===== config.mk =====
export PLATFORM = sky130hd
export DESIGN_NAME = cnn_cmd_top
export DESIGN_NICKNAME = d
export VERILOG_FILES = /design/src/design/cnn_cmd_pkg.sv /design/src/design/cmd_fifo.sv /design/src/design/cmd_loader.sv /design/src/design/cmd_sequencer.sv /design/src/design/cnn_cmd_top.sv
export SDC_FILE = /design/constraint.sdc
export NUM_CORES = 1
export LEC_CHECK = 0
export ABC_AREA = 1
export BUFFER_PORTS_ARGS = -buffer_cell sky130_fd_sc_hd__buf_2
export CORE_UTILIZATION = 40
export CTS_CLUSTER_DIAMETER = 30
export DETAILED_ROUTE_END_ITERATION = 8
export PLACE_DENSITY_LB_ADDON = 0.12
export SLEW_MARGIN = 20
export SYNTH_ARGS = -nofsm -noshare
export SYNTH_HDL_FRONTEND = slang
export SYNTH_SLANG_ARGS = --single-unit

===== constraint.sdc =====
create_clock -name clk -period 4.3 [get_ports clk]
set_input_delay 0 -clock clk [delete_from_list [all_inputs] [get_ports clk]]
set_output_delay 0 -clock clk [all_outputs]
set_load 0.1 [all_outputs]

===== src/design/cnn_cmd_pkg.sv =====
package cnn_cmd_pkg;

    // Layer operation held in bits 2:0 of command word 0
    typedef enum logic [2:0] {
        OP_IDLE      = 3'b000,
        OP_CONV_RELU = 3'b001,
        OP_MAX_POOL  = 3'b100,
        OP_AVG_POOL  = 3'b101
    } op_type_e;

    // Sequencer FSM states
    typedef enum logic [2:0] {
        // Waiting for a run to start
        ST_IDLE      = 3'd0,
        // Popping the eight words of one command
        ST_CMD_GET   = 3'd1,
        // One cycle to raise the engine valid
        ST_CMD_ISSUE = 3'd2,
        // Engine busy, waiting for its ready pulse
        ST_OP_RUN    = 3'd3,
        // All commands done, irq held
        ST_FINISH    = 3'd4
    } seq_state_e;

    // 256-bit command split into 32-bit words
    localparam int CMD_WORDS  = 8;
    localparam int CMD_WORD_W = 32;

    // Word index inside one command
    localparam int WORD_IDX_W = $clog2(CMD_WORDS);

    // Memory addresses carried in command words 3 to 6
    localparam int ADDR_W = 30;

    // Number of commands in one run
    localparam int CMD_CNT_W = 7;

    // Number of words in one run
    localparam int WORD_CNT_W = CMD_CNT_W + WORD_IDX_W;

    // Layer field widths
    localparam int STRIDE_W  = 4;
    localparam int KERNEL_W  = 8;
    localparam int SIDE_W    = 8;
    localparam int CHAN_W    = 16;
    localparam int MASK_W    = 2;
    localparam int KSIZE_W   = 8;
    localparam int STRIDE2_W = 16;

    // Four padding bytes packed in word 7
    localparam int PAD_W = 8;

endpackage


===== src/design/cmd_fifo.sv =====
`timescale 1ns/10ps

module cmd_fifo #(
    parameter int FIFO_DEPTH = 8
) (
    input  logic                                 clk,
    input  logic                                 rst,
    input  logic                                 i_wr_en,
    input  logic [cnn_cmd_pkg::CMD_WORD_W-1:0]   i_wr_data,
    input  logic                                 i_rd_en,
    output logic [cnn_cmd_pkg::CMD_WORD_W-1:0]   o_rd_data,
    output logic                                 o_full,
    output logic                                 o_empty
);

    import cnn_cmd_pkg::*;

    // Pointers wrap on their own for a power-of-two depth
    localparam int PTR_W = $clog2(FIFO_DEPTH);

    logic [CMD_WORD_W-1:0] mem [FIFO_DEPTH];
    logic [PTR_W-1:0]      wr_ptr;
    logic [PTR_W-1:0]      rd_ptr;
    // One extra bit to tell full from empty
    logic [PTR_W:0]        count;
    logic                  do_wr;
    logic                  do_rd;

    assign do_wr = i_wr_en && !o_full;
    assign do_rd = i_rd_en && !o_empty;

    // Storage
    always_ff @(posedge clk) begin
        if (do_wr) begin
            mem[wr_ptr] <= i_wr_data;
        end
    end

    // Pointers and occupancy
    always_ff @(posedge clk or posedge rst) begin
        if (rst) begin
            wr_ptr <= '0;
            rd_ptr <= '0;
            count  <= '0;
        end else begin
            if (do_wr) begin
                wr_ptr <= wr_ptr + 1'b1;
            end
            if (do_rd) begin
                rd_ptr <= rd_ptr + 1'b1;
            end
            case ({do_wr, do_rd})
                2'b10:   count <= count + 1'b1;
                2'b01:   count <= count - 1'b1;
                default: count <= count;
            endcase
        end
    end

    // Show-ahead, head word visible without a read
    assign o_rd_data = mem[rd_ptr];
    assign o_full    = (count == (PTR_W + 1)'(FIFO_DEPTH));
    assign o_empty   = (count == '0);

    // Writer must respect the full flag
    a_wr_not_full: assert property (
        @(posedge clk) disable iff (rst)
        i_wr_en |-> !o_full
    );

    // Reader must respect the empty flag
    a_rd_not_empty: assert property (
        @(posedge clk) disable iff (rst)
        i_rd_en |-> !o_empty
    );

endmodule


===== src/design/cmd_loader.sv =====
`timescale 1ns/10ps

module cmd_loader #(
    parameter int MEM_ADDR_W = 8
) (
    input  logic                                 clk,
    input  logic                                 rst,
    input  logic                                 i_op_en,
    input  logic [cnn_cmd_pkg::CMD_CNT_W-1:0]    i_cmd_count,
    input  logic                                 i_fifo_full,
    input  logic [cnn_cmd_pkg::CMD_WORD_W-1:0]   i_mem_rd_data,
    output logic                                 o_mem_rd_en,
    output logic [MEM_ADDR_W-1:0]                o_mem_addr,
    output logic                                 o_fifo_wr_en,
    output logic [cnn_cmd_pkg::CMD_WORD_W-1:0]   o_fifo_wr_data
);

    import cnn_cmd_pkg::*;

    // Words to fetch for the whole run
    logic [WORD_CNT_W-1:0] fetch_total;
    // Reads issued so far
    logic [WORD_CNT_W-1:0] fetch_cnt;
    // Memory word arriving this cycle
    logic                  rsp_valid;
    logic                  fetch_done;
    logic                  can_issue;

    assign fetch_total = WORD_CNT_W'(i_cmd_count) * WORD_CNT_W'(CMD_WORDS);
    assign fetch_done  = (fetch_cnt == fetch_total);

    // At most one read in flight
    // No new read while one is issued or its word is still arriving
    // Room in the FIFO is known here since only this block writes it
    assign can_issue = i_op_en && !fetch_done && !o_mem_rd_en && !rsp_valid && !i_fifo_full;

    always_ff @(posedge clk or posedge rst) begin
        if (rst) begin
            o_mem_rd_en <= 1'b0;
            o_mem_addr  <= '0;
            fetch_cnt   <= '0;
            rsp_valid   <= 1'b0;
        end else if (!i_op_en) begin
            // Run dropped, restart from address 0 next time
            o_mem_rd_en <= 1'b0;
            o_mem_addr  <= '0;
            fetch_cnt   <= '0;
            rsp_valid   <= 1'b0;
        end else begin
            // Read strobe lasts one cycle
            o_mem_rd_en <= can_issue;
            // Memory answers one cycle after the strobe
            rsp_valid   <= o_mem_rd_en;
            if (can_issue) begin
                fetch_cnt <= fetch_cnt + 1'b1;
            end
            // Step the address once the read has been taken
            if (o_mem_rd_en) begin
                o_mem_addr <= o_mem_addr + 1'b1;
            end
        end
    end

    // Returned word goes straight into the FIFO
    assign o_fifo_wr_en   = rsp_valid;
    assign o_fifo_wr_data = i_mem_rd_data;

    // Full flag sampled at issue time must still hold when the word lands
    a_no_wr_when_full: assert property (
        @(posedge clk) disable iff (rst)
        o_fifo_wr_en |-> !i_fifo_full
    );

endmodule


===== src/design/cmd_sequencer.sv =====
`timescale 1ns/10ps

module cmd_sequencer (
    input  logic                                 clk,
    input  logic                                 rst,
    input  logic                                 i_op_en,
    input  logic [cnn_cmd_pkg::CMD_CNT_W-1:0]    i_cmd_count,
    input  logic                                 i_fifo_empty,
    input  logic [cnn_cmd_pkg::CMD_WORD_W-1:0]   i_fifo_data,
    input  logic                                 i_engine_ready,
    output logic                                 o_fifo_rd_en,
    output logic                                 o_engine_valid,
    output logic                                 o_engine_reset,
    output logic                                 o_irq,
    output cnn_cmd_pkg::seq_state_e              o_state,
    output cnn_cmd_pkg::op_type_e                o_op_type,
    output logic [cnn_cmd_pkg::STRIDE_W-1:0]     o_stride,
    output logic [cnn_cmd_pkg::KERNEL_W-1:0]     o_kernel,
    output logic [cnn_cmd_pkg::SIDE_W-1:0]       o_i_side,
    output logic [cnn_cmd_pkg::SIDE_W-1:0]       o_o_side,
    output logic [cnn_cmd_pkg::CHAN_W-1:0]       o_i_channel,
    output logic [cnn_cmd_pkg::CHAN_W-1:0]       o_o_channel,
    output logic [cnn_cmd_pkg::MASK_W-1:0]       o_result_mask,
    output logic [cnn_cmd_pkg::KSIZE_W-1:0]      o_kernel_size,
    output logic [cnn_cmd_pkg::STRIDE2_W-1:0]    o_stride2,
    output logic [cnn_cmd_pkg::ADDR_W-1:0]       o_weight_start_addr,
    output logic [cnn_cmd_pkg::ADDR_W-1:0]       o_data_start_addr,
    output logic [cnn_cmd_pkg::ADDR_W-1:0]       o_p0_result_start_addr,
    output logic [cnn_cmd_pkg::ADDR_W-1:0]       o_p1_result_start_addr,
    output logic [cnn_cmd_pkg::PAD_W-1:0]        o_p0_padding_head,
    output logic [cnn_cmd_pkg::PAD_W-1:0]        o_p0_padding_body,
    output logic [cnn_cmd_pkg::PAD_W-1:0]        o_p1_padding_head,
    output logic [cnn_cmd_pkg::PAD_W-1:0]        o_p1_padding_body
);

    import cnn_cmd_pkg::*;

    seq_state_e            state;
    seq_state_e            state_nxt;
    // Position of the next popped word inside its command
    logic [WORD_IDX_W-1:0] word_idx;
    // Commands completed in this run
    logic [CMD_CNT_W-1:0]  done_cnt;
    logic [CMD_CNT_W-1:0]  done_nxt;
    logic                  last_word;
    logic                  last_cmd;

    // Pop whenever a word is waiting during collection
    assign o_fifo_rd_en = (state == ST_CMD_GET) && !i_fifo_empty;
    assign last_word    = (word_idx == WORD_IDX_W'(CMD_WORDS - 1));
    assign done_nxt     = done_cnt + 1'b1;
    assign last_cmd     = (done_nxt == i_cmd_count);

    always_comb begin
        state_nxt = state;
        case (state)
            ST_IDLE: begin
                if (i_op_en) begin
                    state_nxt = ST_CMD_GET;
                end
            end
            ST_CMD_GET: begin
                // Eighth word completes the command
                if (o_fifo_rd_en && last_word) begin
                    state_nxt = ST_CMD_ISSUE;
                end
            end
            ST_CMD_ISSUE: begin
                state_nxt = ST_OP_RUN;
            end
            ST_OP_RUN: begin
                if (i_engine_ready) begin
                    state_nxt = last_cmd ? ST_FINISH : ST_CMD_GET;
                end
            end
            ST_FINISH: begin
                // Hold irq until the host drops the run
                if (!i_op_en) begin
                    state_nxt = ST_IDLE;
                end
            end
            default: begin
                state_nxt = ST_IDLE;
            end
        endcase
    end

    always_ff @(posedge clk or posedge rst) begin
        if (rst) begin
            state          <= ST_IDLE;
            word_idx       <= '0;
            done_cnt       <= '0;
            o_engine_valid <= 1'b0;
            o_engine_reset <= 1'b1;
        end else begin
            state <= state_nxt;
            case (state)
                ST_IDLE: begin
                    word_idx <= '0;
                    done_cnt <= '0;
                end
                ST_CMD_GET: begin
                    if (o_fifo_rd_en) begin
                        word_idx <= last_word ? '0 : word_idx + 1'b1;
                    end
                    // Release the engine as the command goes to issue
                    if (o_fifo_rd_en && last_word) begin
                        o_engine_reset <= 1'b0;
                    end
                end
                ST_CMD_ISSUE: begin
                    o_engine_valid <= 1'b1;
                end
                ST_OP_RUN: begin
                    // Ready pulse closes the command
                    if (i_engine_ready) begin
                        o_engine_valid <= 1'b0;
                        o_engine_reset <= 1'b1;
                        done_cnt       <= done_nxt;
                    end
                end
                default: begin
                    o_engine_valid <= 1'b0;
                end
            endcase
        end
    end

    // Field unpack, one word per pop
    always_ff @(posedge clk) begin
        if (o_fifo_rd_en) begin
            case (word_idx)
                0: begin
                    o_op_type <= op_type_e'(i_fifo_data[2:0]);
                    o_stride  <= i_fifo_data[7:4];
                    o_kernel  <= i_fifo_data[15:8];
                    o_i_side  <= i_fifo_data[23:16];
                    o_o_side  <= i_fifo_data[31:24];
                end
                1: begin
                    o_i_channel <= i_fifo_data[15:0];
                    o_o_channel <= i_fifo_data[31:16];
                end
                2: begin
                    o_result_mask <= i_fifo_data[1:0];
                    o_kernel_size <= i_fifo_data[15:8];
                    o_stride2     <= i_fifo_data[31:16];
                end
                3: o_weight_start_addr    <= i_fifo_data[ADDR_W-1:0];
                4: o_data_start_addr      <= i_fifo_data[ADDR_W-1:0];
                5: o_p0_result_start_addr <= i_fifo_data[ADDR_W-1:0];
                6: o_p1_result_start_addr <= i_fifo_data[ADDR_W-1:0];
                default: begin
                    // Padding bytes low to high
                    o_p0_padding_head <= i_fifo_data[7:0];
                    o_p0_padding_body <= i_fifo_data[15:8];
                    o_p1_padding_head <= i_fifo_data[23:16];
                    o_p1_padding_body <= i_fifo_data[31:24];
                end
            endcase
        end
    end

    assign o_state = state;
    assign o_irq   = (state == ST_FINISH);

    // Word 0 of each command must carry a known operation
    a_op_legal: assert property (
        @(posedge clk) disable iff (rst)
        (state == ST_CMD_ISSUE) |->
            (o_op_type inside {OP_IDLE, OP_CONV_RELU, OP_MAX_POOL, OP_AVG_POOL})
    );

    // Valid must already be down once the last ready is taken
    a_no_valid_in_finish: assert property (
        @(posedge clk) disable iff (rst)
        (state == ST_FINISH) |-> !o_engine_valid
    );

endmodule


===== src/design/cnn_cmd_top.sv =====
`timescale 1ns/10ps

module cnn_cmd_top #(
    parameter int FIFO_DEPTH = 8,
    parameter int MEM_ADDR_W = 8
) (
    input  logic                                 clk,
    input  logic                                 rst,
    input  logic                                 i_op_en,
    input  logic [cnn_cmd_pkg::CMD_CNT_W-1:0]    i_cmd_count,
    // Command memory
    output logic                                 o_mem_rd_en,
    output logic [MEM_ADDR_W-1:0]                o_mem_addr,
    input  logic [cnn_cmd_pkg::CMD_WORD_W-1:0]   i_mem_rd_data,
    // Compute engine
    input  logic                                 i_engine_ready,
    output logic                                 o_engine_valid,
    output logic                                 o_engine_reset,
    output logic                                 o_irq,
    output cnn_cmd_pkg::seq_state_e              o_state,
    output cnn_cmd_pkg::op_type_e                o_op_type,
    output logic [cnn_cmd_pkg::STRIDE_W-1:0]     o_stride,
    output logic [cnn_cmd_pkg::KERNEL_W-1:0]     o_kernel,
    output logic [cnn_cmd_pkg::SIDE_W-1:0]       o_i_side,
    output logic [cnn_cmd_pkg::SIDE_W-1:0]       o_o_side,
    output logic [cnn_cmd_pkg::CHAN_W-1:0]       o_i_channel,
    output logic [cnn_cmd_pkg::CHAN_W-1:0]       o_o_channel,
    output logic [cnn_cmd_pkg::MASK_W-1:0]       o_result_mask,
    output logic [cnn_cmd_pkg::KSIZE_W-1:0]      o_kernel_size,
    output logic [cnn_cmd_pkg::STRIDE2_W-1:0]    o_stride2,
    output logic [cnn_cmd_pkg::ADDR_W-1:0]       o_weight_start_addr,
    output logic [cnn_cmd_pkg::ADDR_W-1:0]       o_data_start_addr,
    output logic [cnn_cmd_pkg::ADDR_W-1:0]       o_p0_result_start_addr,
    output logic [cnn_cmd_pkg::ADDR_W-1:0]       o_p1_result_start_addr,
    output logic [cnn_cmd_pkg::PAD_W-1:0]        o_p0_padding_head,
    output logic [cnn_cmd_pkg::PAD_W-1:0]        o_p0_padding_body,
    output logic [cnn_cmd_pkg::PAD_W-1:0]        o_p1_padding_head,
    output logic [cnn_cmd_pkg::PAD_W-1:0]        o_p1_padding_body
);

    import cnn_cmd_pkg::*;

    // Loader to FIFO
    logic                  fifo_wr_en;
    logic [CMD_WORD_W-1:0] fifo_wr_data;
    logic                  fifo_full;
    // FIFO to sequencer
    logic                  fifo_rd_en;
    logic [CMD_WORD_W-1:0] fifo_rd_data;
    logic                  fifo_empty;

    // Producer side, fetches command words from memory
    cmd_loader #(
        .MEM_ADDR_W (MEM_ADDR_W)
    ) u_loader (
        .clk            (clk),
        .rst            (rst),
        .i_op_en        (i_op_en),
        .i_cmd_count    (i_cmd_count),
        .i_fifo_full    (fifo_full),
        .i_mem_rd_data  (i_mem_rd_data),
        .o_mem_rd_en    (o_mem_rd_en),
        .o_mem_addr     (o_mem_addr),
        .o_fifo_wr_en   (fifo_wr_en),
        .o_fifo_wr_data (fifo_wr_data)
    );

    cmd_fifo #(
        .FIFO_DEPTH (FIFO_DEPTH)
    ) u_fifo (
        .clk       (clk),
        .rst       (rst),
        .i_wr_en   (fifo_wr_en),
        .i_wr_data (fifo_wr_data),
        .i_rd_en   (fifo_rd_en),
        .o_rd_data (fifo_rd_data),
        .o_full    (fifo_full),
        .o_empty   (fifo_empty)
    );

    // Consumer side, decodes and hands commands to the engine
    cmd_sequencer u_seq (
        .clk                    (clk),
        .rst                    (rst),
        .i_op_en                (i_op_en),
        .i_cmd_count            (i_cmd_count),
        .i_fifo_empty           (fifo_empty),
        .i_fifo_data            (fifo_rd_data),
        .i_engine_ready         (i_engine_ready),
        .o_fifo_rd_en           (fifo_rd_en),
        .o_engine_valid         (o_engine_valid),
        .o_engine_reset         (o_engine_reset),
        .o_irq                  (o_irq),
        .o_state                (o_state),
        .o_op_type              (o_op_type),
        .o_stride               (o_stride),
        .o_kernel               (o_kernel),
        .o_i_side               (o_i_side),
        .o_o_side               (o_o_side),
        .o_i_channel            (o_i_channel),
        .o_o_channel            (o_o_channel),
        .o_result_mask          (o_result_mask),
        .o_kernel_size          (o_kernel_size),
        .o_stride2              (o_stride2),
        .o_weight_start_addr    (o_weight_start_addr),
        .o_data_start_addr      (o_data_start_addr),
        .o_p0_result_start_addr (o_p0_result_start_addr),
        .o_p1_result_start_addr (o_p1_result_start_addr),
        .o_p0_padding_head      (o_p0_padding_head),
        .o_p0_padding_body      (o_p0_padding_body),
        .o_p1_padding_head      (o_p1_padding_head),
        .o_p1_padding_body      (o_p1_padding_body)
    );

endmodule


# Word level (Yosys, flattened, before mapping)
# Memories as Yosys holds them, arrays and structs flattened.
# Cells that the tools add are included.
classes:
  n_eq_ne: 23
  n_mux: 25
  addsub: 8
  n_reduce_logical: 35
  bitwise: 2
op_table:
  columns: ["op", "n"]
  rows:
  - ["2-bit AND reduction", 11]
  - ["3-bit two-way mux", 7]
  - ["10-bit two-way mux", 2]
  - ["8-bit two-way mux", 2]
  - ["3-bit == test, second input constant", 5]
  - ["3-bit one-hot mux with 5 select lines", 1]
  - ["7-bit one-hot mux with 2 select lines", 1]
  - ["3-bit by 2-bit == test with 1-bit output, second input constant", 4]
  - ["10-bit by 1-bit adder with 10-bit output, second input constant", 1]
  - ["10-bit == test", 1]
  - ["2-bit != test, second input constant", 5]
  - ["3-bit by 1-bit adder with 3-bit output, second input constant", 3]
  - ["8-bit by 1-bit adder with 8-bit output, second input constant", 1]
  - ["1-bit logical AND", 8]
  - ["4-bit one-hot mux with 2 select lines", 1]
  - ["2-bit nonzero test", 4]
  - ["7-bit by 1-bit adder with 7-bit output, second input constant", 1]
  - ["7-bit == test", 1]
  - ["1-bit two-way mux", 7]
  - ["7-bit two-way mux", 1]
  - ["7-bit OR reduction", 1]
  - ["3-bit by 1-bit == test with 1-bit output, second input constant", 2]
  - ["3-bit zero test", 2]
  - ["3-bit one-hot mux with 2 select lines", 1]
  - ["14 further kinds", 20]
word_totals:
  elab_cells: 124
  ff_bits: 286
  input_bits: 43
  mem_bits_rw: 256
  n_memories: 1
  out_inout_bits: 256
mem_list:
  columns: ["name", "depth", "width", "read_ports", "rd_ports_with_merged_regs", "wr", "line_no", "source"]
  rows:
  - ["u_fifo.mem", 8, 32, 1, 0, 1, "cmd_fifo.sv:21", "logic [CMD_WORD_W-1:0] mem [FIFO_DEPTH];"]

# Depth between registers and ports, before layout
depth:
  depth_word: 8
  depth_mapped: 14
  depth_no_buf: 14

# Hierarchy
# A second synthesis with hierarchy kept.
unflattened:
  cells_unflattened: 1792
  area_unflattened_um2: 21528.1
by_module_without_submodules:
  columns: ["mod", "n_inst", "seq_area_each_um2", "cells_each", "area_each_um2"]
  rows:
  - ["cmd_fifo", 1, 7937.6, 1188, 11644.9]
  - ["cmd_sequencer", 1, 7613.6, 389, 8293.0]
  - ["cmd_loader", 1, 500.5, 215, 1590.3]

# Worst setup path after synthesis
# OpenSTA, ideal clock, no wires.
synth_timing:
  path_type: "flip-flop to flip-flop"
  start: "register u_seq.state[0], in the netlist u_seq.o_state[0]"
  end: "register u_seq.o_p0_padding_body[0] in the netlist's numbering (enable)"
  path_buffers: 1
  path_slack_ps: -3
  t_arrival_ps: 3842
  stages_incl_launch_ff: 6
  required_ps: 3839
  period_less_slack_ps: 4303
  setup_time_ps: 461
  path_cell_list: "dfrtp_1 -> nand2_1 -> nor2_1 -> nand2_1 -> clkbuf_1 -> nor3_1"
synth_between:
  elab_chain_len: 3
synth_rtl:
  columns: ["element", "line_no", "source"]
  rows:
  - ["start: declaration", "cmd_sequencer.sv:38", "seq_state_e state;"]
  - ["start signal: assignment", "cmd_sequencer.sv:96", "state <= state_nxt;"]
  - ["3-bit by 1-bit == test with 1-bit output", "cmd_sequencer.sv:49", "assign o_fifo_rd_en = (state == ST_CMD_GET) && !i_fifo_empty;"]
  - ["1-bit logical AND", "cmd_sequencer.sv:49", null]
  - ["2-bit AND reduction (no source line)", null, null]
  - ["end signal: assignment", "cmd_sequencer.sv:156", "o_p0_padding_body <= i_fifo_data[15:8];"]
  - ["end: declaration", "cmd_sequencer.sv:31", "output logic [cnn_cmd_pkg::PAD_W-1:0] o_p0_padding_body,"]
# Every way passes these cells.
# A chain may end at the register's enable or synchronous reset.

# Worst setup path after layout
layout_timing:
  start: "register u_seq.done_cnt[0]"
  end: "register u_seq.state[0], in the netlist u_seq.o_state[0]"
layout_between:
  elab_chain_len: 5
layout_rtl:
  columns: ["element", "line_no", "source"]
  rows:
  - ["start: declaration", "cmd_sequencer.sv:43", "logic [CMD_CNT_W-1:0] done_cnt;"]
  - ["start signal: assignment", "cmd_sequencer.sv:119", "done_cnt <= done_nxt;"]
  - ["7-bit by 1-bit adder with 7-bit output", "cmd_sequencer.sv:51", "assign done_nxt = done_cnt + 1'b1;"]
  - ["7-bit == test", "cmd_sequencer.sv:52", "assign last_cmd = (done_nxt == i_cmd_count);"]
  - ["3-bit two-way mux", "cmd_sequencer.sv:73", "state_nxt = last_cmd ? ST_FINISH : ST_CMD_GET;"]
  - ["3-bit two-way mux", "cmd_sequencer.sv:72", "if (i_engine_ready) begin"]
  - ["3-bit one-hot mux with 5 select lines", "cmd_sequencer.sv:56", "case (state)"]
# Every way passes these cells. The select of a mux whose other input is x is not followed.

==> flow_metrics.tcl <==
set metrics [dict create \
    maxUsedRoutingLayer "met5" \
    wl_per_cell_um 19.3 \
    drt_iter0_drc 754 \
    antenna_found_initial 4 \
    ant_nets 0 \
    wl_met1_mm 21.8 \
    finClkSkew_ps 31.7 \
    synth_area_leaders "edfxtp_1, dfrtp_1, nor2_1, o21ai_0, nand2_1" \
    dr.pass1.iters 5 \
    regArea_mm2 0.0161 \
    ys_ff_latch 542 \
    synth_top_flop_cell "edfxtp_1" \
    syn-num-nets 1390 \
    max_stage_delay_ps 580 \
    yosysSeqAreaShare_pct 81.1 \
    synth_top_area_share_pct 75.4 \
    multi_input_area_mm2 0.00340 \
    power.density_mw_per_mm2 868 \
    grt_max_degree 112 \
    diodes 0 \
    setup_viol_count_final 0 \
    wl_met2_mm 22.9 \
    synth_cells 1331 \
    yosys-top-cells-count "edfxtp_1, nor2_1, o21ai_0" \
    worstPathRequired_ps 4820 \
    die_h_um 224 \
    critPathTopFamily "buffers and inverters" \
    crit_type "reg -> reg" \
    rsz0062_at_grt "no" \
    crit_path_end_kind "register" \
    cts_sinks 542 \
    cts_root_buf "clkbuf_16" \
    ios 299 \
    worst_slew_pin_slew_ps 1100 \
    initial_core_util_pct 40.5 \
    vdd_drop_max_mv 0.393 \
    post-route-drc-count 0 \
    fp.coreArea_mm2 0.0488 \
    dpl.hpwl_mm 28.8 \
    crit_path_start_kind "register" \
    avgViaCountPerCell 4.91 \
    synth_area_mm2 0.0198 \
    yosysMostFrequentCell "edfxtp_1" \
    cts_max_path_buffers 3 \
    fmax_ghz 0.251 \
    slew_viol_final 0 \
    relSlewSlack_pct 26.5 \
    syn_avg_cell_area_um2 14.9 \
    leakage_nw 9.77 \
    async_flop_share_pct 8.30 \
    utilization_pct 54.0 \
    clk_pin_slew_ps 50 \
    crit_top_cell "nand2_1" \
    cpMaxStageDelayCell "dlygate4sd3_1" \
    worstPathArrival_ps 4500 \
    maxCapViolCount 0 \
    num_vias 12300 \
    finalHoldViolCount 0 \
    overflow 0 \
    rows 81 \
    die_area_mm2 0.0504 \
    cts_tree "built" \
    path_cells "ha_1 -> nand2_1 -> nor2_1 -> nand3_1 -> nand3_1 -> nand2_1 -> dlygate4sd3_1 -> nor2_1 -> dlygate4sd3_1 -> nand2_1 -> dlygate4sd3_1 -> nand2_1 -> nand2_1 -> nand2_1 -> dlygate4sd3_1 -> nand2_1" \
    cts.htree.levels 3 \
    area_growth_pct 33.2 \
    route.met3.wl_mm 2.59 \
    outcome "finished, final reports clean" \
    final.period_utilization_pct 92.6 \
    setup_tns_ps 0 \
    wl_mm 48.6 \
    die_x_um 224 \
    fillers 4072 \
    critical_path_buf_inv_count 4 \
    clk_latency_ps 650 \
    yosysWarnings 0 \
    grt_use_total_pct 19.4 \
    crit_fanout 6 \
    grt_pass1_wl_mm 73.2 \
    finalCriticalPeriod_ps 3980 \
    cts_buffers 105 \
    portBuffers 298 \
    hold_path_class "in -> async" \
    ys_types 30 \
    nets 1816 \
    synth_edf_count 497 \
    yosys.area.top_type "edfxtp_1" \
    place_congestion 0.786 \
    grt_pass1_vias 12300 \
    drive_gt1_share_pct 29.3 \
]
==> path summary, 6_finish.rpt <==
kind	depth (start not counted)	start	slack (ps)	endpoint
min in group clk	2	i_mem_rd_data[5]	190	u_fifo.mem[7][5]
max reg2reg	16	u_seq.done_cnt[0]	320	u_seq.o_state[0]
min	4	rst	60	u_loader.o_mem_addr[7]
max in group asynchronous	4	rst	3780	u_fifo.rd_ptr[0]
min reg2reg	1	u_loader.o_mem_addr[7]	460	u_loader.o_mem_addr[7]
max	16	u_seq.done_cnt[0]	320	u_seq.o_state[0]
==> cells in the final DEF (no fill, tap or decap), types with 12 or more instances in the layout <==
master | Yosys | layout
nor2_1 | 267 | 258
inv_1 | 55 | 51
edfxtp_1 | 497 | 497
o21ai_0 | 146 | 146
nand2_1 | 87 | 87
clkinv_2 | 0 | 12
clkinvlp_4 | 0 | 13
clkbuf_16 | 0 | 106
inv_6 | 0 | 12
buf_2 | 12 | 298
nand3_1 | 27 | 27
buf_4 | 0 | 24
dlygate4sd3_1 | 0 | 44
clkbuf_1 | 40 | 16
a31oi_1 | 32 | 32
ha_1 | 15 | 15
xor2_1 | 14 | 14
dfrtp_1 | 44 | 42
o22ai_1 | 39 | 39
==> area by class of cell <==
type	instances	area share [%]
clock buffers	123	10.3
clock inverters	76	3.27
inverters	57	0.821
multi-input cells	678	12.9
flip-flops and latches	542	60.9
well taps	664	3.15
repair buffers	373	8.61
==> sequential cells by signal, indices dropped and copies added (netlist names), 10 cells and up <==
name	flops
u_fifo.mem	256
u_loader.fetch_cnt	10
u_seq.o_data_start_addr	30
u_seq.o_i_channel	16
u_seq.o_o_channel	16
u_seq.o_p0_result_start_addr	30
u_seq.o_p1_result_start_addr	30
u_seq.o_stride2	16
u_seq.o_weight_start_addr	30
==> what timing repair did <==
action / in CTS / in global routing
hold buffers: 44 / 0
endpoints found under the setup margin: 0 / 0
gates resized for setup: 0 / 0
endpoints found under the hold margin: 326 / 0
buffers inserted: 0 / 0
==> worst reg2reg max path, delay by kind of cell (launching register included) <==
kind,cells,cell delay (ps)
simple gates,11,960
buf+inv,4,2240
flops,1,450
fa+ha+maj,1,210
==> report_power, final <==
group / leakage (nW) / total [mW] / internal, mW / switching [mW]
clock network: 1.71 / 8.04 / 5.26 / 2.78
logic: 2.98 / 7.35 / 1.18 / 6.17
registers: 5.08 / 7.49 / 7.22 / 0.273
total: 9.77 / 22.9 / 13.7 / 9.22
==> routing by layer <==
metal / vias to the layer above / global-route usage, %
met5: - / 0
met4: 8 / 8.03
met3: 94 / 4.22
met2: 367 / 30.6
met1: 6110 / 26.1
li1: 5756 / -
==> per-stage QoR <==
| stage | hold slack, ps | setup slack [ps] | power (mW) | cell area (um^2) | cells |
|---|---|---|---|---|---|
| floorplan | 98.9 | -2.72 | 13.2 | 19800 | 1331 |
| global placement | 202 | 1360 | 14.9 | 22200 | 2264 |
| detailed placement | 197 | 1270 | 14.9 | 22300 | 2270 |
| CTS | 62.8 | 388 | 23.1 | 26400 | 2513 |
| global route | 111 | 64.4 | 23.8 | 26400 | 2513 |
| finish | 58.8 | 317 | 22.9 | 26400 | 2513 |
==> logic make-up after synthesis <==
| family | after synthesis | share of synthesized area (%) |
|---|---|---|
| buf+inv | 111 | 2.22 |
| flops | 542 | 81.1 |
| fa+ha+maj | 16 | 1.05 |
| simple gates | 409 | 8.23 |
| compound gates | 236 | 6.63 |
| xor+xnor | 17 | 0.752 |
(Power assumes the default switching activity.)
